$ cat src/hdl/bp_pkg.sv
package bp_pkg;

    localparam int addr_bits = 32;
    localparam int pc_lsb = 2;                          // instructions are word aligned
    localparam int tag_field_bits = addr_bits - pc_lsb; // widest tag any btb size can need

    typedef logic [addr_bits-1:0] addr_t;
    typedef logic [tag_field_bits-1:0] tag_field_t;

    // control-flow opcodes tracked by the predictor
    typedef enum logic [1:0] {
        br   = 2'd0,
        jal  = 2'd1,
        jalr = 2'd2
    } branch_kind_t;

    // two-bit saturating counter whose msb is the prediction
    typedef enum logic [1:0] {
        strong_not_taken = 2'b00,
        weak_not_taken   = 2'b01,
        weak_taken       = 2'b10,
        strong_taken     = 2'b11
    } counter_t;

    typedef struct packed {
        logic         valid;
        tag_field_t   tag;    // zero extended above the real tag width
        addr_t        target;
        branch_kind_t kind;
    } btb_entry_t;

endpackage : bp_pkg

$ cat src/hdl/bp_update_if.sv
`timescale 1ns/1ns

interface bp_update_if
    import bp_pkg::*;
();

    logic         update_valid;   // single-cycle strobe that is always accepted
    addr_t        pc;
    logic         taken;
    addr_t        target;
    branch_kind_t kind;
    logic         dir_taken;      // direction predictor's guess for pc

    modport consumer (
        input update_valid, pc, taken, target, kind, dir_taken
    );

    // the direction predictor reports its own guess back onto the bus
    modport predictor (
        input  update_valid, pc, taken, target, kind,
        output dir_taken
    );

endinterface : bp_update_if

$ cat src/hdl/branch_predictor.sv
`timescale 1ns/1ns

module branch_predictor
    import bp_pkg::*;
#(
    parameter int btb_index_bits     = 4,
    parameter int hist_bits          = 4,
    parameter int bht_index_bits     = 4,
    parameter int chooser_index_bits = 4,
    parameter int stat_width         = 16
) (
    input  logic                  clk,
    input  logic                  rst,
    input  addr_t                 lookup_pc,
    output logic                  pred_hit,
    output addr_t                 pred_target,
    output branch_kind_t          pred_kind,
    output logic                  pred_taken,
    input  logic                  update_valid,
    input  addr_t                 update_pc,
    input  logic                  update_taken,
    input  addr_t                 update_target,
    input  branch_kind_t          update_kind,
    output logic [stat_width-1:0] update_count,
    output logic [stat_width-1:0] correct_count
);

    bp_update_if upd ();

    logic dir_raw;   // counter direction without the btb

    assign upd.update_valid = update_valid;
    assign upd.pc           = update_pc;
    assign upd.taken        = update_taken;
    assign upd.target       = update_target;
    assign upd.kind         = update_kind;

    btb #(.btb_index_bits(btb_index_bits)) i_btb (
        .clk(clk), .rst(rst),
        .lookup_pc(lookup_pc), .upd(upd.consumer),
        .hit(pred_hit), .target(pred_target), .kind(pred_kind)
    );

    direction_predictor #(
        .hist_bits(hist_bits),
        .bht_index_bits(bht_index_bits),
        .chooser_index_bits(chooser_index_bits)
    ) i_direction_predictor (
        .clk(clk), .rst(rst),
        .lookup_pc(lookup_pc), .upd(upd.predictor),
        .taken(dir_raw)
    );

    predict_stats #(.stat_width(stat_width)) i_predict_stats (
        .clk(clk), .rst(rst),
        .upd(upd.consumer),
        .update_count(update_count), .correct_count(correct_count)
    );

    // jumps always go, branches follow the counters, misses fall through
    assign pred_taken = pred_hit && ((pred_kind != br) || dir_raw);

endmodule : branch_predictor

$ cat src/hdl/btb.sv
`timescale 1ns/1ns

module btb
    import bp_pkg::*;
#(
    parameter int btb_index_bits = 4
) (
    input  logic             clk,
    input  logic             rst,
    input  addr_t            lookup_pc,
    bp_update_if.consumer    upd,
    output logic             hit,
    output addr_t            target,
    output branch_kind_t     kind
);

    localparam int depth = 2 ** btb_index_bits;
    localparam int tag_bits = addr_bits - pc_lsb - btb_index_bits;

    btb_entry_t entries [depth];

    logic [btb_index_bits-1:0] rd_index;
    logic [tag_bits-1:0]       rd_tag;
    btb_entry_t                rd_entry;

    logic [btb_index_bits-1:0] wr_index;
    logic [tag_bits-1:0]       wr_tag;
    btb_entry_t                wr_entry;

    // lookup side
    assign rd_index = lookup_pc[pc_lsb +: btb_index_bits];
    assign rd_tag   = lookup_pc[addr_bits-1 -: tag_bits];
    assign rd_entry = entries[rd_index];

    assign hit    = rd_entry.valid && (rd_entry.tag == tag_field_t'(rd_tag));
    assign target = rd_entry.target;
    assign kind   = rd_entry.kind;

    // update side
    assign wr_index = upd.pc[pc_lsb +: btb_index_bits];
    assign wr_tag   = upd.pc[addr_bits-1 -: tag_bits];

    always_comb begin
        wr_entry.valid  = 1'b1;
        wr_entry.tag    = tag_field_t'(wr_tag);
        wr_entry.kind   = upd.kind;
        wr_entry.target = upd.target;
        if (upd.kind == jalr) begin
            wr_entry.target = {upd.target[addr_bits-1:1], 1'b0};   // jalr lsb is always zero
        end
    end

    always_ff @(posedge clk) begin
        if (rst) begin
            for (int i = 0; i < depth; i++) begin
                entries[i].valid <= 1'b0;   // payload left as is
            end
        end else if (upd.update_valid) begin
            entries[wr_index] <= wr_entry;
        end
    end

endmodule : btb

$ cat src/hdl/direction_predictor.sv
`timescale 1ns/1ns

module direction_predictor
    import bp_pkg::*;
#(
    parameter int hist_bits          = 4,
    parameter int bht_index_bits     = 4,
    parameter int chooser_index_bits = 4
) (
    input  logic          clk,
    input  logic          rst,
    input  addr_t         lookup_pc,
    bp_update_if.predictor upd,
    output logic          taken
);

    localparam int bht_depth = 2 ** bht_index_bits;

    logic [hist_bits-1:0] ghr_q;
    logic [hist_bits-1:0] bht_q [bht_depth];

    logic [bht_index_bits-1:0]     lk_bht_idx;
    logic [bht_index_bits-1:0]     up_bht_idx;
    logic [chooser_index_bits-1:0] lk_ch_idx;
    logic [chooser_index_bits-1:0] up_ch_idx;
    logic [hist_bits-1:0]          local_rindex;
    logic [hist_bits-1:0]          local_windex;
    logic [chooser_index_bits-1:0] chooser_rindex;

    counter_t global_state;
    counter_t local_state;
    counter_t chooser_state;

    logic global_pred;
    logic local_pred;
    logic use_global;
    logic train_br;
    logic global_right;
    logic local_right;

    assign lk_bht_idx = lookup_pc[pc_lsb +: bht_index_bits];
    assign up_bht_idx = upd.pc[pc_lsb +: bht_index_bits];
    assign lk_ch_idx  = lookup_pc[pc_lsb +: chooser_index_bits];
    assign up_ch_idx  = upd.pc[pc_lsb +: chooser_index_bits];

    // an update owns the per-address read ports for its cycle
    assign local_rindex   = upd.update_valid ? bht_q[up_bht_idx] : bht_q[lk_bht_idx];
    assign local_windex   = bht_q[up_bht_idx];
    assign chooser_rindex = upd.update_valid ? up_ch_idx : lk_ch_idx;

    pht #(.index_bits(hist_bits)) i_global_pht (
        .clk(clk), .rst(rst),
        .rindex(ghr_q), .rstate(global_state),
        .train_valid(train_br), .windex(ghr_q), .train_up(upd.taken)
    );

    pht #(.index_bits(hist_bits)) i_local_pht (
        .clk(clk), .rst(rst),
        .rindex(local_rindex), .rstate(local_state),
        .train_valid(train_br), .windex(local_windex), .train_up(upd.taken)
    );

    pht #(.index_bits(chooser_index_bits)) i_chooser_pht (
        .clk(clk), .rst(rst),
        .rindex(chooser_rindex), .rstate(chooser_state),
        .train_valid(train_br && (global_right != local_right)),
        .windex(up_ch_idx), .train_up(global_right)   // up means toward global
    );

    assign global_pred = global_state inside {weak_taken, strong_taken};
    assign local_pred  = local_state inside {weak_taken, strong_taken};
    assign use_global  = chooser_state inside {weak_taken, strong_taken};

    assign taken         = use_global ? global_pred : local_pred;
    assign upd.dir_taken = taken;

    assign train_br     = upd.update_valid && (upd.kind == br);
    assign global_right = (global_pred == upd.taken);
    assign local_right  = (local_pred == upd.taken);

    always_ff @(posedge clk) begin
        if (rst) begin
            ghr_q <= '0;
            for (int i = 0; i < bht_depth; i++) begin
                bht_q[i] <= '0;
            end
        end else if (train_br) begin
            ghr_q             <= {ghr_q[hist_bits-2:0], upd.taken};
            bht_q[up_bht_idx] <= {bht_q[up_bht_idx][hist_bits-2:0], upd.taken};
        end
    end

endmodule : direction_predictor

$ cat src/hdl/pht.sv
`timescale 1ns/1ns

module pht
    import bp_pkg::*;
#(
    parameter int index_bits = 4
) (
    input  logic                  clk,
    input  logic                  rst,
    input  logic [index_bits-1:0] rindex,
    output counter_t              rstate,
    input  logic                  train_valid,
    input  logic [index_bits-1:0] windex,
    input  logic                  train_up
);

    localparam int depth = 2 ** index_bits;

    counter_t table_q [depth];
    counter_t cur_state;
    counter_t next_state;

    assign rstate = table_q[rindex];   // combinational read

    always_comb begin
        cur_state = table_q[windex];
        case (cur_state)
            strong_not_taken: next_state = train_up ? weak_not_taken : strong_not_taken;
            weak_not_taken:   next_state = train_up ? weak_taken : strong_not_taken;
            weak_taken:       next_state = train_up ? strong_taken : weak_not_taken;
            default:          next_state = train_up ? strong_taken : weak_taken;
        endcase
    end

    always_ff @(posedge clk) begin
        if (rst) begin
            for (int i = 0; i < depth; i++) begin
                table_q[i] <= weak_not_taken;
            end
        end else if (train_valid) begin
            table_q[windex] <= next_state;   // saturating step
        end
    end

endmodule : pht

$ cat src/hdl/predict_stats.sv
`timescale 1ns/1ns

module predict_stats
    import bp_pkg::*;
#(
    parameter int stat_width = 16
) (
    input  logic                  clk,
    input  logic                  rst,
    bp_update_if.consumer         upd,
    output logic [stat_width-1:0] update_count,
    output logic [stat_width-1:0] correct_count
);

    logic count_update;
    logic count_correct;

    // both counters stick at all ones
    assign count_update  = upd.update_valid && (update_count != '1);
    assign count_correct = upd.update_valid && (upd.kind == br) &&
                           (upd.taken == upd.dir_taken) && (correct_count != '1);

    always_ff @(posedge clk) begin
        if (rst) begin
            update_count  <= '0;
            correct_count <= '0;
        end else begin
            if (count_update) begin
                update_count <= update_count + 1'b1;     // every resolved update
            end
            if (count_correct) begin
                correct_count <= correct_count + 1'b1;   // br guessed right
            end
        end
    end

endmodule : predict_stats

$ cat config.mk
export PLATFORM = sky130hd
export DESIGN_NAME = branch_predictor
export DESIGN_NICKNAME = d
export VERILOG_FILES = /design/src/hdl/bp_pkg.sv /design/src/hdl/bp_update_if.sv /design/src/hdl/branch_predictor.sv /design/src/hdl/btb.sv /design/src/hdl/direction_predictor.sv /design/src/hdl/pht.sv /design/src/hdl/predict_stats.sv
export SDC_FILE = /design/constraint.sdc
export NUM_CORES = 1
export LEC_CHECK = 0
export BUFFER_PORTS_ARGS = -buffer_cell sky130_fd_sc_hd__buf_4
export CORE_UTILIZATION = 30
export DETAILED_ROUTE_END_ITERATION = 7
export PLACE_DENSITY_LB_ADDON = 0.2
export SLEW_MARGIN = 10
export SYNTH_ARGS = -nofsm -noshare
export SYNTH_HDL_FRONTEND = slang
export SYNTH_HIERARCHICAL = 1
export SYNTH_SLANG_ARGS = --single-unit
$ cat constraint.sdc
create_clock -name clk -period 17.9 [get_ports clk]
set_input_delay 2.685 -clock clk [delete_from_list [all_inputs] [get_ports clk]]
set_output_delay 2.685 -clock clk [all_outputs]
set_load 0.05 [all_outputs]
# Yosys cells after proc, flatten, opt, wreduce, memory -nomap -nowiden
# Memory sizes are Yosys's and may differ from the RTL's. A register that Yosys moved wholly into a read port is not among the register bits.
# Cells that the tools add are included.
[totals]
memories = 5
out_inout_bits = 68
register_bits = 36
mem_bits_rw = 1136
input_bits = 102
[mem_list]
columns = ["memory", "depth", "width", "rd", "rd_clocked_by_memory_dff", "wr", "line_no", "text"]
rows = [
  ["i_btb.entries", 16, 61, 1, 0, 16, "btb.sv:20", "btb_entry_t entries [depth];"],
  ["i_direction_predictor.bht_q", 16, 4, 2, 0, 16, "direction_predictor.sv:20", "logic [hist_bits-1:0] bht_q [bht_depth];"],
  ["i_direction_predictor.i_chooser_pht.table_q", 16, 2, 2, 0, 16, "pht.sv:19", "counter_t table_q [depth];"],
  ["i_direction_predictor.i_global_pht.table_q", 16, 2, 1, 1, 16, "pht.sv:19", ""],
  ["i_direction_predictor.i_local_pht.table_q", 16, 2, 2, 0, 16, "pht.sv:19", ""],
]
[op_classes]
muxes = 43
eq_ne = 19
add_sub_neg = 2
n_reduce_logical = 21
[op_table]
columns = ["operator", "count"]
rows = [
  ["$mux W61", 1],
  ["$reduce_or A61 Y1", 1],
  ["$mux W4", 10],
  ["$add A16 B1 Y16 const B", 2],
  ["$ne A16 B16 Y1 const B", 2],
  ["$eq A30 B26 Y1", 1],
  ["$mux W1", 21],
  ["$eq A2 B2 Y1 const B", 9],
  ["$pmux W2 S3", 3],
  ["$mux W2", 8],
  ["$logic_not A2 Y1", 4],
  ["$reduce_bool A2 Y1", 4],
  ["$logic_and A1 B1 Y1", 7],
  ["$eq A2 B1 Y1 const B", 3],
  ["$reduce_or A2 Y1", 3],
  ["$reduce_or A4 Y1", 1],
  ["$eq A1 B1 Y1", 3],
  ["$logic_or A1 B1 Y1", 1],
  ["$ne A1 B1 Y1", 1],
]

# Longest topological paths before layout
# An unclocked memory read counts as a cell.
[logic_depth]
word_depth = 13
mapped_depth = 18
ltp_nobuf = 13

# By module
# The synthesis kept the hierarchy.
[by_module_without_submodules]
columns = ["mod", "n_inst", "area_each_um2", "cells_per_inst"]
rows = [
  ["btb", 1, 37586.0, 1595],
  ["pht", 3, 1948.1, 156],
  ["direction_predictor", 1, 4260.3, 362],
  ["predict_stats", 1, 1732.9, 204],
  ["branch_predictor", 1, 8.8, 1],
]

# Worst setup path after synthesis
# Ideal clock, no wire load.
[synth_timing]
kind = "input to output"
startpoint = "input update_pc[4]"
endpoint = "output pred_taken"
path_buffers = 2
setup_slack_ps = 9287
cell_stages = 10
t_required_ps = 15215
arrival_ps = 5928
cell_sequence = "buf_6 mux4_2 a2bb2oi_1 a211o_1 a211o_1 clkbuf_1 mux4_2 mux4_2 mux2_2 o31a_1"
[synth_between]
elab_chain_len = 8
elab_cells_between_ends = 14
classes_between = "4 x eq/ne; 3 x mux; 4 x reduce/logical; 3 x memory"
[synth_lines]
columns = ["item", "line_no", "text"]
rows = [
  ["start: declaration", "branch_predictor.sv:20", "input addr_t update_pc,"],
  ["$mem_v2 Z16 W4 (*)", "--", ""],
  ["via i_direction_predictor.local_windex[0]", "direction_predictor.sv:27", "logic [hist_bits-1:0] local_windex;"],
  ["$mux W4 (*)", "direction_predictor.sv:47", "assign local_rindex = upd.update_valid ? bht_q[up_bht_idx] : bht_q[lk_bht_idx];"],
  ["via i_direction_predictor.local_rindex[0]", "direction_predictor.sv:26", "logic [hist_bits-1:0] local_rindex;"],
  ["$mem_v2 Z16 W2 (*)", "--", ""],
  ["via i_direction_predictor.local_state[1]", "direction_predictor.sv:31", "counter_t local_state;"],
  ["$eq A2 B2 Y1", "direction_predictor.sv:71", "assign local_pred = local_state inside {weak_taken, strong_taken};"],
  ["$reduce_bool A2 Y1 (*)", "direction_predictor.sv:71", ""],
  ["$mux W1 (*)", "direction_predictor.sv:74", "assign taken = use_global ? global_pred : local_pred;"],
  ["via dir_raw", "branch_predictor.sv:30", "logic dir_raw;"],
  ["$logic_or A1 B1 Y1 (*)", "branch_predictor.sv:61", "assign pred_taken = pred_hit && ((pred_kind != br) || dir_raw);"],
  ["$logic_and A1 B1 Y1 (*)", "branch_predictor.sv:61", ""],
  ["end: declaration", "branch_predictor.sv:18", "output logic pred_taken,"],
]
# The timed path passes the listed nets; every way through them passes the cells marked *.

# Worst setup path in the final report
[layout_timing]
startpoint = "input lookup_pc[2]"
endpoint = "output pred_taken"
[layout_between]
elab_chain_len = 8
elab_cells_between_ends = 18
classes_between = "5 x eq/ne; 3 x mux; 6 x reduce/logical; 4 x memory"
[layout_lines]
columns = ["item", "line_no", "text"]
rows = [
  ["start: declaration", "branch_predictor.sv:14", "input addr_t lookup_pc,"],
  ["$mem_v2 Z16 W4", "--", ""],
  ["$mux W4", "direction_predictor.sv:47", ""],
  ["$mem_v2 Z16 W2", "--", ""],
  ["$eq A2 B2 Y1", "direction_predictor.sv:71", ""],
  ["$reduce_bool A2 Y1", "direction_predictor.sv:71", ""],
  ["$mux W1", "direction_predictor.sv:74", ""],
  ["$logic_or A1 B1 Y1", "branch_predictor.sv:61", ""],
  ["$logic_and A1 B1 Y1 (*)", "branch_predictor.sv:61", ""],
]
# Mark *: on every way between the ends. The rest lies on a longest branch, timed or not.

==> flow_summary.toml <==
[logic_synthesis]
synthesis.nets = 2719
ys_warn_count = 6
syn-mean-instance-area_um2 = 18.8
synth_area_um2 = 49100
syn-instance-count = 2615

[routing]
drt_iter0_markers = 2380
wire_per_inst_um = 25.4
viasPerCell = 5.04
firstDrtPassIters = 5
wl_mm = 129
ant_nets = 0
vias = 25600
post-route-drc-count = 0

[worst_setup_path]
arrival_ps = 7780
crit_required_ps = 15210
cp_slowest_stage_delay_ps = 900
slowest_stage = "buf_4"
path_buf_inv = 4
critPathLaunchType = "input pin"
setup.worst_path.class = "in -> out"
critPathMostFrequentCell = "buf_4"
path_delay_family = "buffers and inverters"
crit_fanout = 104
cp_cell_sequence = "buf_8 -> buf_4 -> buf_12 -> mux4_2 -> nor2b_1 -> o21ai_0 -> o2111ai_1 -> a22o_1 -> a2111oi_0 -> and4b_1 -> o31a_1 -> buf_4"
end_kind = "output port"

[sta]
setup_viol = 0
fmax_ghz = 0.0955
fin_skew_ps = 41.8
drv_slew = 0
post-route-min-period_ps = 10470
slew_headroom_pct = 28.8
post-route-period-util_pct = 58.5
rsz0062_at_grt = "no"
hold_viol_final = 0
fin_tns_setup_ps = 0
worst_pin_slew_ps = 1070

[status]
status = "finished clean"

[die]
ios = 170
core_area_um2 = 163000
rows = 148
start_util_pct = 30.2
dieWidth_um = 407
die_h_um = 407
die-area_um2 = 165000

[place]
post_dp_cell_area_um2 = 52600
io_buffers = 165
gp_congestion = 0.810
dpl.cell_count = 4849
dp_hpwl_mm = 74.2

[clocking]
clk_pin_slew_ps = 60
cts_setup_buffers = 0
insertion_delay_ps = 750
cts_tree = "done"
ctsHoldBuffers = 0
cts_resized = 0
root_buffer = "clkbuf_16"
cts_buffers = 133
clk_path_buf_depth = 3
htreeDepth = 4
cts_sinks = 1172

[grt]
grt-ovfl-total = 0
grt_pass1_vias = 27100
grt_pass1_wl_mm = 186
antenna_found_initial = 13
grt_max_degree = 105
grt_usage_pct = 15.6

[flow_run]
maxCapViolations = 0

[cells_and_area]
final_area_um2 = 57000
fin_cells = 5090
drive_above_1_share_pct = 27.6
final_cell_mix = "1120 x edfxtp_1, 312 x mux4_2, 210 x buf_4, 142 x nor2_1, 134 x clkbuf_16"
layout_commonest_cell = "edfxtp_1"
final_net_count = 2913
area_growth_pct = 16.0

[power_and_ir_drop]
total_power_mw = 6.14
cellPowerDensity_nw_per_um2 = 108
p_leak_nw = 18.1
ir_drop_uv = 90.0

[hold_path]
worst_hold_path_type = "reg -> reg"
worst register-to-register path: stages, from the launching register on:
cell	delay, ps
edfxtp_1	460
mux4_2	500
a2bb2oi_1	150
a211o_1	610
a211o_1	550
mux4_2	510
mux4_2	540
mux2_2	400
xnor2_1	290
nand4b_1	380
or4_1	590
a21oi_1	150
registers in the layout (all words and copies together), names as in the netlist:
name	cells
i_direction_predictor/ghr_q	4
i_predict_stats/correct_count	16
i_direction_predictor/i_local_pht/table_q	32
i_btb/entries	976
i_predict_stats/update_count	16
i_direction_predictor/i_chooser_pht/table_q	32
i_direction_predictor/bht_q	64
i_direction_predictor/i_global_pht/table_q	32
per-layer routing:
metal	vias to the layer above	GRT usage (%)	routed length, um
met3	179	3.18	7160
met4	14	3.63	2230
met2	689	25.5	62600
li1	11100	-	-
met1	13700	21.2	57000
met5	-	0	77
final cells by class:
cell class | instances | area [um2]
tap | 2175 | 2720
fill | 15300 | 106000
sequential | 1172 | 34700
timing repair buffer | 214 | 1640
clock buffer | 170 | 3540
multi-input combinational | 1264 | 13500
inverter | 24 | 106
clock inverter | 67 | 781
antenna | 4 | 10.0
power breakdown:
group | total [mW] | internal (mW) | switching [mW]
logic | 0.414 | 0.161 | 0.253
clock network | 2.67 | 1.55 | 1.12
registers | 3.05 | 3.04 | 0.0143
total | 6.14 | 4.75 | 1.39
final timing paths:
kind	slack, ps	endpoint	cells after the start	startpoint
setup / recovery	7430	pred_taken	12	lookup_pc[2]
setup reg to reg	12720	i_predict_stats/correct_count[15]	11	i_direction_predictor/bht_q[15][0]
hold / removal	450	i_btb/entries[6][60]	1	i_btb/entries[6][60]
hold reg to reg	450	i_btb/entries[6][60]	1	i_btb/entries[6][60]
per-stage QoR:
stage	hold slack (ps)	setup slack (ps)	util, %
2_1_floorplan	422	9420	-
3_3_place_gp	428	7300	32.4
3_5_place_dp	439	7280	32.4
4_1_cts	452	7260	35.0
5_1_grt	458	6940	35.0
6_report	449	7430	35.0
(Power assumes the default switching activity.)
